==> src/design/stm_pkg.sv <==
`default_nettype none

package stm_pkg;

  localparam int IDX_W  = 16;
  localparam int REP_W  = 32;
  localparam int TIME_W = 64;
  localparam int MODE_W = 8;

  // A segment with this repeat count loops until the next swap request.
  localparam logic [REP_W-1:0] REP_INFINITE = '1;

  localparam logic [MODE_W-1:0] TRANSITION_MODE_SYNC_IDX = 8'h00;
  localparam logic [MODE_W-1:0] TRANSITION_MODE_SYS_TIME = 8'h01;
  localparam logic [MODE_W-1:0] TRANSITION_MODE_GPIO     = 8'h02;

  typedef enum logic {
    IDX_MODE_SYNC_IDX,
    IDX_MODE_TIC
  } idx_mode_t;

  typedef enum logic [1:0] {
    WAIT_START,
    FINITE_LOOP,
    INFINITE_LOOP
  } swap_state_t;

  typedef enum logic [1:0] {
    CMD_STAY,
    CMD_SWAP_NOW,
    CMD_ARM
  } cmd_kind_t;

endpackage

`default_nettype wire

==> src/design/stm_cmd_if.sv <==
`timescale 1ns/1ps
`default_nettype none

interface stm_cmd_if;
  import stm_pkg::*;

  logic              cmd_valid;   // Single-cycle strobe, always accepted.
  cmd_kind_t         cmd_kind;
  logic              cmd_segment;
  logic [REP_W-1:0]  cmd_rep;
  logic [MODE_W-1:0] cmd_mode;
  logic [TIME_W-1:0] cmd_value;
  logic              cur_segment; // Segment now playing.

  modport decode (
    output cmd_valid, cmd_kind, cmd_segment, cmd_rep, cmd_mode, cmd_value,
    input  cur_segment
  );

  modport fsm (
    input  cmd_valid, cmd_kind, cmd_segment, cmd_rep, cmd_mode, cmd_value,
    output cur_segment
  );

endinterface

`default_nettype wire

==> src/design/stm_index_result.sv <==
`timescale 1ns/1ps
`default_nettype none

module stm_index_result (
  input  logic                       CLK,
  input  logic                       rst_n,
  input  logic [stm_pkg::IDX_W-1:0]  cycle [2],
  input  logic [stm_pkg::IDX_W-1:0]  sync_idx_q [2],
  input  logic                       sync_changed [2],
  input  stm_pkg::idx_mode_t         idx_mode,
  input  logic                       cur_segment,
  input  logic [1:0]                 tic_clear,
  output logic                       tic_wrap [2],
  output logic [stm_pkg::IDX_W-1:0]  idx [2]
);
  import stm_pkg::*;

  logic [IDX_W-1:0] tic_cnt [2];

  always_comb begin
    for (int s = 0; s < 2; s++) begin
      tic_wrap[s] = sync_changed[s] && (tic_cnt[s] == cycle[s]);
      idx[s]      = (idx_mode == IDX_MODE_SYNC_IDX) ? sync_idx_q[s] : tic_cnt[s];
    end
  end

  // Only the segment that is playing advances its counter.
  always_ff @(posedge CLK or negedge rst_n) begin
    if (!rst_n) begin
      tic_cnt[0] <= '0;
      tic_cnt[1] <= '0;
    end else begin
      for (int s = 0; s < 2; s++) begin
        if (tic_clear[s]) begin
          tic_cnt[s] <= '0;
        end else if (sync_changed[s] && (cur_segment == s[0])) begin
          tic_cnt[s] <= tic_wrap[s] ? '0 : tic_cnt[s] + 1'b1;
        end
      end
    end
  end

endmodule

`default_nettype wire

==> src/design/stm_settings_decode.sv <==
`timescale 1ns/1ps
`default_nettype none

module stm_settings_decode (
  input  logic                        CLK,
  input  logic                        rst_n,
  input  logic                        update_settings,
  input  logic                        req_segment,
  input  logic [stm_pkg::MODE_W-1:0]  transition_mode,
  input  logic [stm_pkg::TIME_W-1:0]  transition_value,
  input  logic [stm_pkg::REP_W-1:0]   rep [2],
  stm_cmd_if.decode                   cmd
);
  import stm_pkg::*;

  cmd_kind_t        kind_next;
  logic [REP_W-1:0] rep_sel;

  assign rep_sel = rep[req_segment];

  // Classify the request against what is playing right now.
  always_comb begin
    if (req_segment == cmd.cur_segment) begin
      kind_next = CMD_STAY;
    end else if (rep_sel == REP_INFINITE) begin
      kind_next = CMD_SWAP_NOW;
    end else begin
      kind_next = CMD_ARM;
    end
  end

  always_ff @(posedge CLK or negedge rst_n) begin
    if (!rst_n) begin
      cmd.cmd_valid <= 1'b0;
    end else begin
      cmd.cmd_valid <= update_settings;
    end
  end

  always_ff @(posedge CLK) begin
    if (update_settings) begin
      cmd.cmd_kind    <= kind_next;
      cmd.cmd_segment <= req_segment;
      cmd.cmd_rep     <= rep_sel;
      cmd.cmd_mode    <= transition_mode;
      cmd.cmd_value   <= transition_value;
    end
  end

endmodule

`default_nettype wire

==> src/design/stm_swap_fsm.sv <==
`timescale 1ns/1ps
`default_nettype none

module stm_swap_fsm #(
  parameter int NUM_GPIO = 4
) (
  input  logic                       CLK,
  input  logic                       rst_n,
  input  logic [stm_pkg::TIME_W-1:0] sys_time,
  input  logic [NUM_GPIO-1:0]        gpio_in,
  stm_cmd_if.fsm                     cmd,
  input  logic                       sync_changed [2],
  input  logic                       sync_wrap [2],
  input  logic                       tic_wrap [2],
  output stm_pkg::idx_mode_t         idx_mode,
  output logic [1:0]                 tic_clear,
  output logic                       stop
);
  import stm_pkg::*;

  localparam int GPIO_SEL_W = (NUM_GPIO > 1) ? $clog2(NUM_GPIO) : 1;

  swap_state_t       state;
  logic [REP_W-1:0]  loop_cnt;
  logic              arm_segment;
  logic [MODE_W-1:0] arm_mode;
  logic [TIME_W-1:0] arm_value;
  logic [REP_W-1:0]  arm_rep;
  logic [TIME_W-1:0] diff_value;
  logic [TIME_W:0]   time_diff;  // MSB set once time has passed the value.
  logic              event_hit;
  logic              tic_start;
  logic              fire;
  logic              loop_hit;

  // ----------------------------------------
  // Armed command and time difference
  // ----------------------------------------
  always_ff @(posedge CLK) begin
    if (cmd.cmd_valid && (cmd.cmd_kind == CMD_ARM)) begin
      arm_segment <= cmd.cmd_segment;
      arm_mode    <= cmd.cmd_mode;
      arm_value   <= cmd.cmd_value;
      arm_rep     <= cmd.cmd_rep;
    end
  end

  // Follow a fresh command at once so a stale value never fires.
  assign diff_value = cmd.cmd_valid ? cmd.cmd_value : arm_value;

  always_ff @(posedge CLK) begin
    time_diff <= {1'b0, diff_value} - {1'b0, sys_time};
  end

  // ----------------------------------------
  // Transition events
  // ----------------------------------------
  always_comb begin
    event_hit = 1'b0;
    tic_start = 1'b1;
    case (arm_mode)
      TRANSITION_MODE_SYNC_IDX: begin
        event_hit = sync_wrap[arm_segment];
        tic_start = 1'b0;
      end
      TRANSITION_MODE_SYS_TIME: event_hit = time_diff[TIME_W];
      TRANSITION_MODE_GPIO: begin
        event_hit = sync_changed[arm_segment] && gpio_in[arm_value[GPIO_SEL_W-1:0]];
      end
      default: event_hit = 1'b0; // Unknown mode keeps waiting.
    endcase
  end

  assign fire      = (state == WAIT_START) && !cmd.cmd_valid && event_hit;
  assign tic_clear = (fire && tic_start) ? (2'b01 << arm_segment) : 2'b00;
  assign loop_hit  = (idx_mode == IDX_MODE_SYNC_IDX) ? sync_wrap[cmd.cur_segment]
                                                     : tic_wrap[cmd.cur_segment];

  // ----------------------------------------
  // Sequencer
  // ----------------------------------------
  always_ff @(posedge CLK or negedge rst_n) begin
    if (!rst_n) begin
      state           <= INFINITE_LOOP;
      cmd.cur_segment <= 1'b0;
      idx_mode        <= IDX_MODE_SYNC_IDX;
      loop_cnt        <= '0;
      stop            <= 1'b0;
    end else if (cmd.cmd_valid) begin
      // A new command always replaces whatever was armed.
      if (cmd.cmd_kind == CMD_ARM) begin
        state <= WAIT_START;
      end else begin
        if (cmd.cmd_kind == CMD_SWAP_NOW) begin
          cmd.cur_segment <= cmd.cmd_segment;
        end
        state    <= INFINITE_LOOP;
        idx_mode <= IDX_MODE_SYNC_IDX;
        stop     <= 1'b0;
      end
    end else begin
      case (state)
        WAIT_START: begin
          if (fire) begin
            state           <= FINITE_LOOP;
            cmd.cur_segment <= arm_segment;
            idx_mode        <= tic_start ? IDX_MODE_TIC : IDX_MODE_SYNC_IDX;
            loop_cnt        <= '0;
            stop            <= 1'b0;
          end
        end
        FINITE_LOOP: begin
          if (loop_hit) begin
            if (loop_cnt == arm_rep) begin
              stop <= 1'b1;                  // Played rep + 1 times.
            end else begin
              loop_cnt <= loop_cnt + 1'b1;
            end
          end
        end
        default: state <= INFINITE_LOOP;
      endcase
    end
  end

endmodule

`default_nettype wire

==> src/design/stm_swapchain_top.sv <==
`timescale 1ns/1ps
`default_nettype none

module stm_swapchain_top #(
  parameter int NUM_GPIO = 4
) (
  input  logic                       CLK,
  input  logic                       rst_n,
  input  logic [stm_pkg::TIME_W-1:0] sys_time,
  input  logic                       update_settings,
  input  logic                       req_segment,
  input  logic [stm_pkg::MODE_W-1:0] transition_mode,
  input  logic [stm_pkg::TIME_W-1:0] transition_value,
  input  logic [stm_pkg::IDX_W-1:0]  cycle0,
  input  logic [stm_pkg::IDX_W-1:0]  cycle1,
  input  logic [stm_pkg::REP_W-1:0]  rep0,
  input  logic [stm_pkg::REP_W-1:0]  rep1,
  input  logic [stm_pkg::IDX_W-1:0]  sync_idx0,
  input  logic [stm_pkg::IDX_W-1:0]  sync_idx1,
  input  logic [NUM_GPIO-1:0]        gpio_in,
  output logic                       stop,
  output logic                       segment,
  output logic [stm_pkg::IDX_W-1:0]  idx0,
  output logic [stm_pkg::IDX_W-1:0]  idx1
);
  import stm_pkg::*;

  logic [IDX_W-1:0] cycle [2];
  logic [REP_W-1:0] rep [2];
  logic [IDX_W-1:0] sync_idx [2];
  logic [IDX_W-1:0] sync_idx_q [2];
  logic [IDX_W-1:0] idx [2];
  logic             sync_changed [2];
  logic             sync_wrap [2];
  logic             tic_wrap [2];
  logic [1:0]       tic_clear;
  idx_mode_t        idx_mode;

  stm_cmd_if cmd_if ();

  assign cycle    = '{cycle0, cycle1};
  assign rep      = '{rep0, rep1};
  assign sync_idx = '{sync_idx0, sync_idx1};
  assign idx0     = idx[0];
  assign idx1     = idx[1];
  assign segment  = cmd_if.cur_segment;

  stm_settings_decode u_decode (
    .CLK(CLK), .rst_n(rst_n), .update_settings(update_settings),
    .req_segment(req_segment), .transition_mode(transition_mode),
    .transition_value(transition_value), .rep(rep), .cmd(cmd_if.decode)
  );

  stm_sync_track u_sync (
    .CLK(CLK), .rst_n(rst_n), .sync_idx(sync_idx), .sync_idx_q(sync_idx_q),
    .sync_changed(sync_changed), .sync_wrap(sync_wrap)
  );

  stm_swap_fsm #(.NUM_GPIO(NUM_GPIO)) u_fsm (
    .CLK(CLK), .rst_n(rst_n), .sys_time(sys_time), .gpio_in(gpio_in),
    .cmd(cmd_if.fsm), .sync_changed(sync_changed), .sync_wrap(sync_wrap),
    .tic_wrap(tic_wrap), .idx_mode(idx_mode), .tic_clear(tic_clear), .stop(stop)
  );

  stm_index_result u_result (
    .CLK(CLK), .rst_n(rst_n), .cycle(cycle), .sync_idx_q(sync_idx_q),
    .sync_changed(sync_changed), .idx_mode(idx_mode), .cur_segment(cmd_if.cur_segment),
    .tic_clear(tic_clear), .tic_wrap(tic_wrap), .idx(idx)
  );

endmodule

`default_nettype wire

==> src/design/stm_sync_track.sv <==
`timescale 1ns/1ps
`default_nettype none

module stm_sync_track (
  input  logic                       CLK,
  input  logic                       rst_n,
  input  logic [stm_pkg::IDX_W-1:0]  sync_idx [2],
  output logic [stm_pkg::IDX_W-1:0]  sync_idx_q [2],
  output logic                       sync_changed [2],
  output logic                       sync_wrap [2]
);

  always_ff @(posedge CLK or negedge rst_n) begin
    if (!rst_n) begin
      sync_idx_q[0] <= '0;
      sync_idx_q[1] <= '0;
    end else begin
      sync_idx_q[0] <= sync_idx[0];
      sync_idx_q[1] <= sync_idx[1];
    end
  end

  // A wrap is a change that lands on index zero.
  always_comb begin
    for (int s = 0; s < 2; s++) begin
      sync_changed[s] = (sync_idx[s] != sync_idx_q[s]);
      sync_wrap[s]    = sync_changed[s] && (sync_idx[s] == '0);
    end
  end

endmodule

`default_nettype wire

==> config.mk <==
export PLATFORM = sky130hd
export DESIGN_NAME = stm_swapchain_top
export DESIGN_NICKNAME = d
export VERILOG_FILES = /design/src/design/stm_pkg.sv /design/src/design/stm_cmd_if.sv /design/src/design/stm_index_result.sv /design/src/design/stm_settings_decode.sv /design/src/design/stm_swap_fsm.sv /design/src/design/stm_swapchain_top.sv /design/src/design/stm_sync_track.sv
export SDC_FILE = /design/constraint.sdc
export NUM_CORES = 1
export LEC_CHECK = 0
export BUFFER_PORTS_ARGS = -buffer_cell sky130_fd_sc_hd__buf_2
export CAP_MARGIN = 20
export CORE_ASPECT_RATIO = 0.6
export CORE_UTILIZATION = 50
export DETAILED_ROUTE_END_ITERATION = 10
export PLACE_DENSITY = 0.8
export REMOVE_ABC_BUFFERS = 1
export SYNTH_ARGS = -nofsm -noshare
export SYNTH_HDL_FRONTEND = slang
export SYNTH_SLANG_ARGS = --single-unit
==> constraint.sdc <==
create_clock -name CLK -period 8.4 [get_ports CLK]
set_clock_uncertainty 0.15 [all_clocks]
set_input_delay 1.26 -clock CLK [delete_from_list [all_inputs] [get_ports CLK]]
set_output_delay 1.26 -clock CLK [all_outputs]
set_load 0.03 [all_outputs]
# --- After elaboration in Yosys (flattened, before gate mapping) ---
# Index checks and enable logic that the tools add are counted.
word_totals:
  out_inout_bits: 34
  wordCells: 135
  register_bits: 379
  input_bits: 272
classes:
  n_addsub: 4
  bitwise_logic: 5
  muxes: 53
  shifts: 1
  eq_ne: 21
  magnitude_cmp: 4
  n_reduce_logical: 27
ops:
  columns: ["cell", "n"]
  rows:
  - ["32-bit two-way mux", 6]
  - ["16-bit two-way mux", 8]
  - ["64-bit by 64-bit subtractor with 65-bit output", 1]
  - ["64-bit two-way mux", 1]
  - ["32-bit case mux with 2 select lines", 1]
  - ["16-bit by 1-bit adder with 16-bit output (second input constant)", 2]
  - ["32-bit by 1-bit adder with 32-bit output (second input constant)", 1]
  - ["16-bit equality test", 2]
  - ["32-bit equality test", 1]
  - ["32-bit equality test (second input constant)", 1]
  - ["16-bit logical NOT", 2]
  - ["16-bit inequality test", 2]
  - ["1-bit two-way mux", 28]
  - ["1-bit logical AND", 11]
  - ["2-bit two-way mux", 5]
  - ["5-bit AND reduction", 2]
  - ["2-bit nonzero test", 5]
  - ["3-bit by 2-bit inequality test with 1-bit output (second input constant)", 3]
  - ["8-bit by 1-bit equality test with 1-bit output (second input constant)", 1]
  - ["8-bit by 2-bit equality test with 1-bit output (second input constant)", 1]
  - ["8-bit logical NOT", 1]
  - ["2-bit >= comparator (second input constant)", 3]
  - ["2-bit by 1-bit inequality test with 1-bit output (second input constant)", 3]
  - ["2-bit inequality test (second input constant)", 3]
  - ["17 further kinds", 21]

# --- Logic depth before layout (Yosys ltp) ---
logic_depth:
  depth_word: 10
  depth_mapped: 12
  depth_no_buf: 9

# --- Modules after synthesis ---
# Synthesis repeated with hierarchy kept, for this count alone.
unflattened:
  cells_unflattened: 1304
  area_unflattened_um2: 16128.0
modules_own_cells:
  columns: ["mod", "seq_area_each_um2", "area_each_um2", "cells_per_inst", "n_inst"]
  rows:
  - ["stm_swap_fsm", 4100.2, 8257.9, 711, 1]
  - ["stm_settings_decode", 3238.1, 3833.7, 182, 1]
  - ["stm_index_result", 800.8, 2811.4, 325, 1]
  - ["stm_sync_track", 800.8, 1224.9, 86, 1]

# --- Worst setup path after synthesis ---
# OpenSTA, ideal clock, no wires.
synth_timing:
  path_type: "register to register"
  start: "register u_decode.cmd.cmd_valid"
  end: "register u_fsm.arm_mode[0] (enable)"
  n_path_buf: 1
  path_slack_ns: -0.323
  path_stages_with_launch: 4
  period_less_slack_ns: 8.723
  arrival_time_ns: 7.868
  t_required_ns: 7.546
  setup_time_ns: 0.704
  cell_sequence: "dfrtp_1 -> clkbuf_1 -> inv_1 -> nor3_1"
synth_between:
  elab_chain_len: 1
synth_rtl:
  columns: ["element", "line_no", "text"]
  rows:
  - ["start, declared", "stm_cmd_if.sv:16", "output cmd_valid, cmd_kind, cmd_segment, cmd_rep, cmd_mode, cmd_value,"]
  - ["start signal, assigned", "stm_settings_decode.sv:36", "cmd.cmd_valid <= update_settings;"]
  - ["1-bit logical AND", "stm_swap_fsm.sv:40", "if (cmd.cmd_valid && (cmd.cmd_kind == CMD_ARM)) begin"]
  - ["end signal, assigned", "stm_swap_fsm.sv:42", "arm_mode <= cmd.cmd_mode;"]
  - ["end, declared", "stm_swap_fsm.sv:26", "logic [MODE_W-1:0] arm_mode;"]
# Every way passes these cells.
# A chain may end at the register's enable or synchronous reset.

# --- Final worst setup path ---
layout_timing:
  start: "register u_decode.cmd.cmd_valid"
  end: "register u_fsm.arm_value[39] (enable)"
layout_between:
  elab_chain_len: 1
layout_rtl:
  columns: ["element", "line_no", "text"]
  rows:
  - ["1-bit logical AND", "stm_swap_fsm.sv:40", null]
  - ["end signal, assigned", "stm_swap_fsm.sv:43", "arm_value <= cmd.cmd_value;"]
  - ["end, declared", "stm_swap_fsm.sv:27", "logic [TIME_W-1:0] arm_value;"]
# Every way passes these cells.

==> results.sh <==
export IMPL_layout_filler_cell_count=2381
export IMPL_netlist_area_sq_um=15300
export IMPL_ys_seq_area_share_pct=58.3
export IMPL_place_port_buffers=305
export IMPL_grt_pass1_wl_microns=55900
export IMPL_drt_iter0_markers=696
export IMPL_via_count_of_the_first_global_routing_pass=10412
export IMPL_final_layout_size_suffix_gt1_share_pct=33.1
export IMPL_max_clock_freq_mhz=268
export IMPL_clkLatencyLatePin_ps=560
export IMPL_asyncSetResetFlopFracSynth_pct=32.4
export IMPL_grt_start_max_net_pins=70
export IMPL_synth_top_cells_by_area="sky130_fd_sc_hd__edfxtp_1 41%, sky130_fd_sc_hd__dfrtp_1 16%, sky130_fd_sc_hd__mux2_2 9.3%, sky130_fd_sc_hd__xnor2_1 6.3%, sky130_fd_sc_hd__ha_1 5.4%"
export IMPL_synth_edff_count=212
export IMPL_clk_path_buf_depth=3
export IMPL_path_clk_slew_ps=60
export IMPL_clock_sinks=315
export IMPL_min_path_type="register to register"
export IMPL_floorplan_initialDensity_pct=51.1
export IMPL_finalMaxSlewViolations=0
export IMPL_rows=49
export IMPL_cts_inserted_buffers=29
export IMPL_placement_setup_slack_ps=4330
export IMPL_maxCapViolations=0
export IMPL_post_synth_top_area_fraction_pct=41.5
export IMPL_timing_reg2reg_worst_path_depth=5
export IMPL_ys_flop_type="sky130_fd_sc_hd__edfxtp_1"
export IMPL_global_route_overflow_total=0
export IMPL_min_path_cells=0
export IMPL_worst_endpoint_required_time_ps=8420
export IMPL_timing_final_crit_share_pct=44.4
export IMPL_arrival_ps=3740
export IMPL_area_delta_synth_final_pct=19.0
export IMPL_synth_most_common_cell="sky130_fd_sc_hd__edfxtp_1"
export IMPL_worst_slew_pin_tran_ps=955
export IMPL_timing_critical_path_to_type="register"
export IMPL_wl_per_cell_microns=18.8
export IMPL_worstSetupStartpointType="register"
export IMPL_postSynthRegisterBits=315
export IMPL_multi_input_area_sq_um=5940
export IMPL_htree_levels=1
export IMPL_drt_pre_antenna_iters=5
export IMPL_floorplan_die_height_microns=138
export IMPL_dieArea_sq_um=31400
export IMPL_path_class="register to register"
export IMPL_commonest_cells_in_the_synthesized_netlist="212 x sky130_fd_sc_hd__edfxtp_1, 127 x sky130_fd_sc_hd__mux2_2, 110 x sky130_fd_sc_hd__xnor2_1"
export IMPL_setup_viol=0
export IMPL_gp_congestion=0.923
export IMPL_drc_errors=0
export IMPL_routed_via_count=10636
export IMPL_postCtsHoldBufs=0
export IMPL_synth_warning_count=0
export IMPL_die_extent_in_x_microns=228
export IMPL_clockRootBuffer="sky130_fd_sc_hd__clkbuf_16"
export IMPL_area_sequential_sq_um=8940
export IMPL_core_region_area_sq_um=30000
export IMPL_avgSynthCellArea_sq_um=12.9
export IMPL_worst_slack_setup_final_ps=4670
export IMPL_grt_usage_pct=22.7
export IMPL_worst_slew_margin_rel_pct=35.5
export IMPL_hold_viol_final=0
export IMPL_run_status="finished clean"
export IMPL_worstPathMaxFanout=69
export IMPL_postRouteAntennaNets=0
export IMPL_utilization_pct=60.8
export IMPL_totalNegativeSetupSlack_ps=0
export IMPL_powerDensity_nw_per_um2=200
export IMPL_number_of_antenna_violations_at_the_first_check_in_global_routing=10
export IMPL_power_mw=3.65
export IMPL_synth_largest_area_cell="sky130_fd_sc_hd__edfxtp_1"
export IMPL_final_nets=1833
export IMPL_netlist_instances=1188
export IMPL_irDropWorstVdd_mv=0.142
export IMPL_detailedPlacementHpwl_microns=26900
export IMPL_grt_setup_unrepaired="no"
export IMPL_yosys_cell_types_count=55
export IMPL_number_of_gates_resized_after_cts=0
export IMPL_pin_count=306
export IMPL_p_leak_nw=7.49
export IMPL_detail_route_wirelength_microns=36300
export IMPL_post_cts_buffers=0
export IMPL_routed_via_density=5.50
export IMPL_finalCriticalPeriod_ps=3730
export IMPL_tritoncts_clock_tree="built"
[worst paths after layout]
path	start	to	slack, ps
setup / recovery	u_decode.cmd.cmd_valid	u_fsm.arm_value[39]	4670
hold reg to reg	u_decode.cmd.cmd_mode[5]	u_fsm.arm_mode[5]	270
hold / removal	u_decode.cmd.cmd_mode[5]	u_fsm.arm_mode[5]	270
min in group asynchronous	rst_n	u_fsm.loop_cnt[12]	520
max in group asynchronous	rst_n	u_decode.cmd.cmd_valid	6270
setup reg to reg	u_decode.cmd.cmd_valid	u_fsm.arm_value[39]	4670
[cells by family (layout without fill, tap and decap cells)]
kind of cell,after synthesis,after routing,synth area share [%]
AOI/OAI and AO/OA,130,130,5.68
xor gates and xnor gates,124,124,7.13
adders and majority gates,66,66,5.38
buffers and inverters,121,450,3.12
DFF,315,315,58.3
muxes,143,143,10.4
other,0,8,0
and+or+nand+nor,289,289,9.98
[metal layers]
layer  global-route usage, %  up-vias  part of all wire [%]
met4                    5.37        4                   1.8
met3                    5.38       51                   7.6
met1                    32.0     5209                    44
li1                        -     5015                     -
met2                    35.8      357                    47
met5                       0        -                 0.069
[sequential cells by signal (all words and copies together) (netlist names), 32 cells and up]
signal and flops:
u_fsm.arm_value 64, u_decode.cmd.cmd_value 64, u_fsm.arm_rep 32, u_decode.cmd.cmd_rep 32, u_result.tic_cnt 32, u_sync.sync_idx_q 32
u_fsm.loop_cnt 32
[power breakdown]
group	switching [mW]	internal (mW)	total (mW)
Clock	0.560	0.740	1.30
Sequential	0.0999	1.79	1.89
Combinational	0.242	0.221	0.464
[metrics by stage]
stage	instance area, sq um	std cells	hold WS, ps
after floorplan	15200	1149	250
after global placement	17300	1872	253
after detailed placement	17300	1872	255
after CTS	18200	1925	269
after global routing	18200	1930	277
final	18300	1933	269
[layout make-up]
cell class	instances	share of cell area (%)
antenna	8	0.110
clock buffer	43	4.52
clock inverter	10	0.569
inverter	82	1.69
multi-input combinational	752	32.5
sequential	315	49.0
tap	408	2.80
timing repair buffer	315	8.80
[worst max-delay path: stages (launching register included)]
cell                      delay [ps]
sky130_fd_sc_hd__dfrtp_2         690
sky130_fd_sc_hd__buf_4           610
sky130_fd_sc_hd__inv_1           220
sky130_fd_sc_hd__nor3_2          270
sky130_fd_sc_hd__buf_4           460
sky130_fd_sc_hd__buf_4           780
[placed cells by master, fill, tap and decap left out, types with 15 or more instances in the layout]
cell	Yosys	layout
sky130_fd_sc_hd__a21o_1	19	19
sky130_fd_sc_hd__a21oi_1	33	33
sky130_fd_sc_hd__buf_2	7	303
sky130_fd_sc_hd__clkbuf_16	0	29
sky130_fd_sc_hd__dfrtp_1	101	100
sky130_fd_sc_hd__edfxtp_1	212	212
sky130_fd_sc_hd__ha_1	66	66
sky130_fd_sc_hd__inv_1	82	82
sky130_fd_sc_hd__mux2_2	127	127
sky130_fd_sc_hd__mux2i_1	15	15
sky130_fd_sc_hd__nand2_1	52	52
sky130_fd_sc_hd__nand3_1	24	24
sky130_fd_sc_hd__nand4_1	55	55
sky130_fd_sc_hd__nor2_1	60	60
sky130_fd_sc_hd__nor4_1	24	24
sky130_fd_sc_hd__o21ai_0	24	24
sky130_fd_sc_hd__xnor2_1	110	110
(Power assumes the default switching activity.)
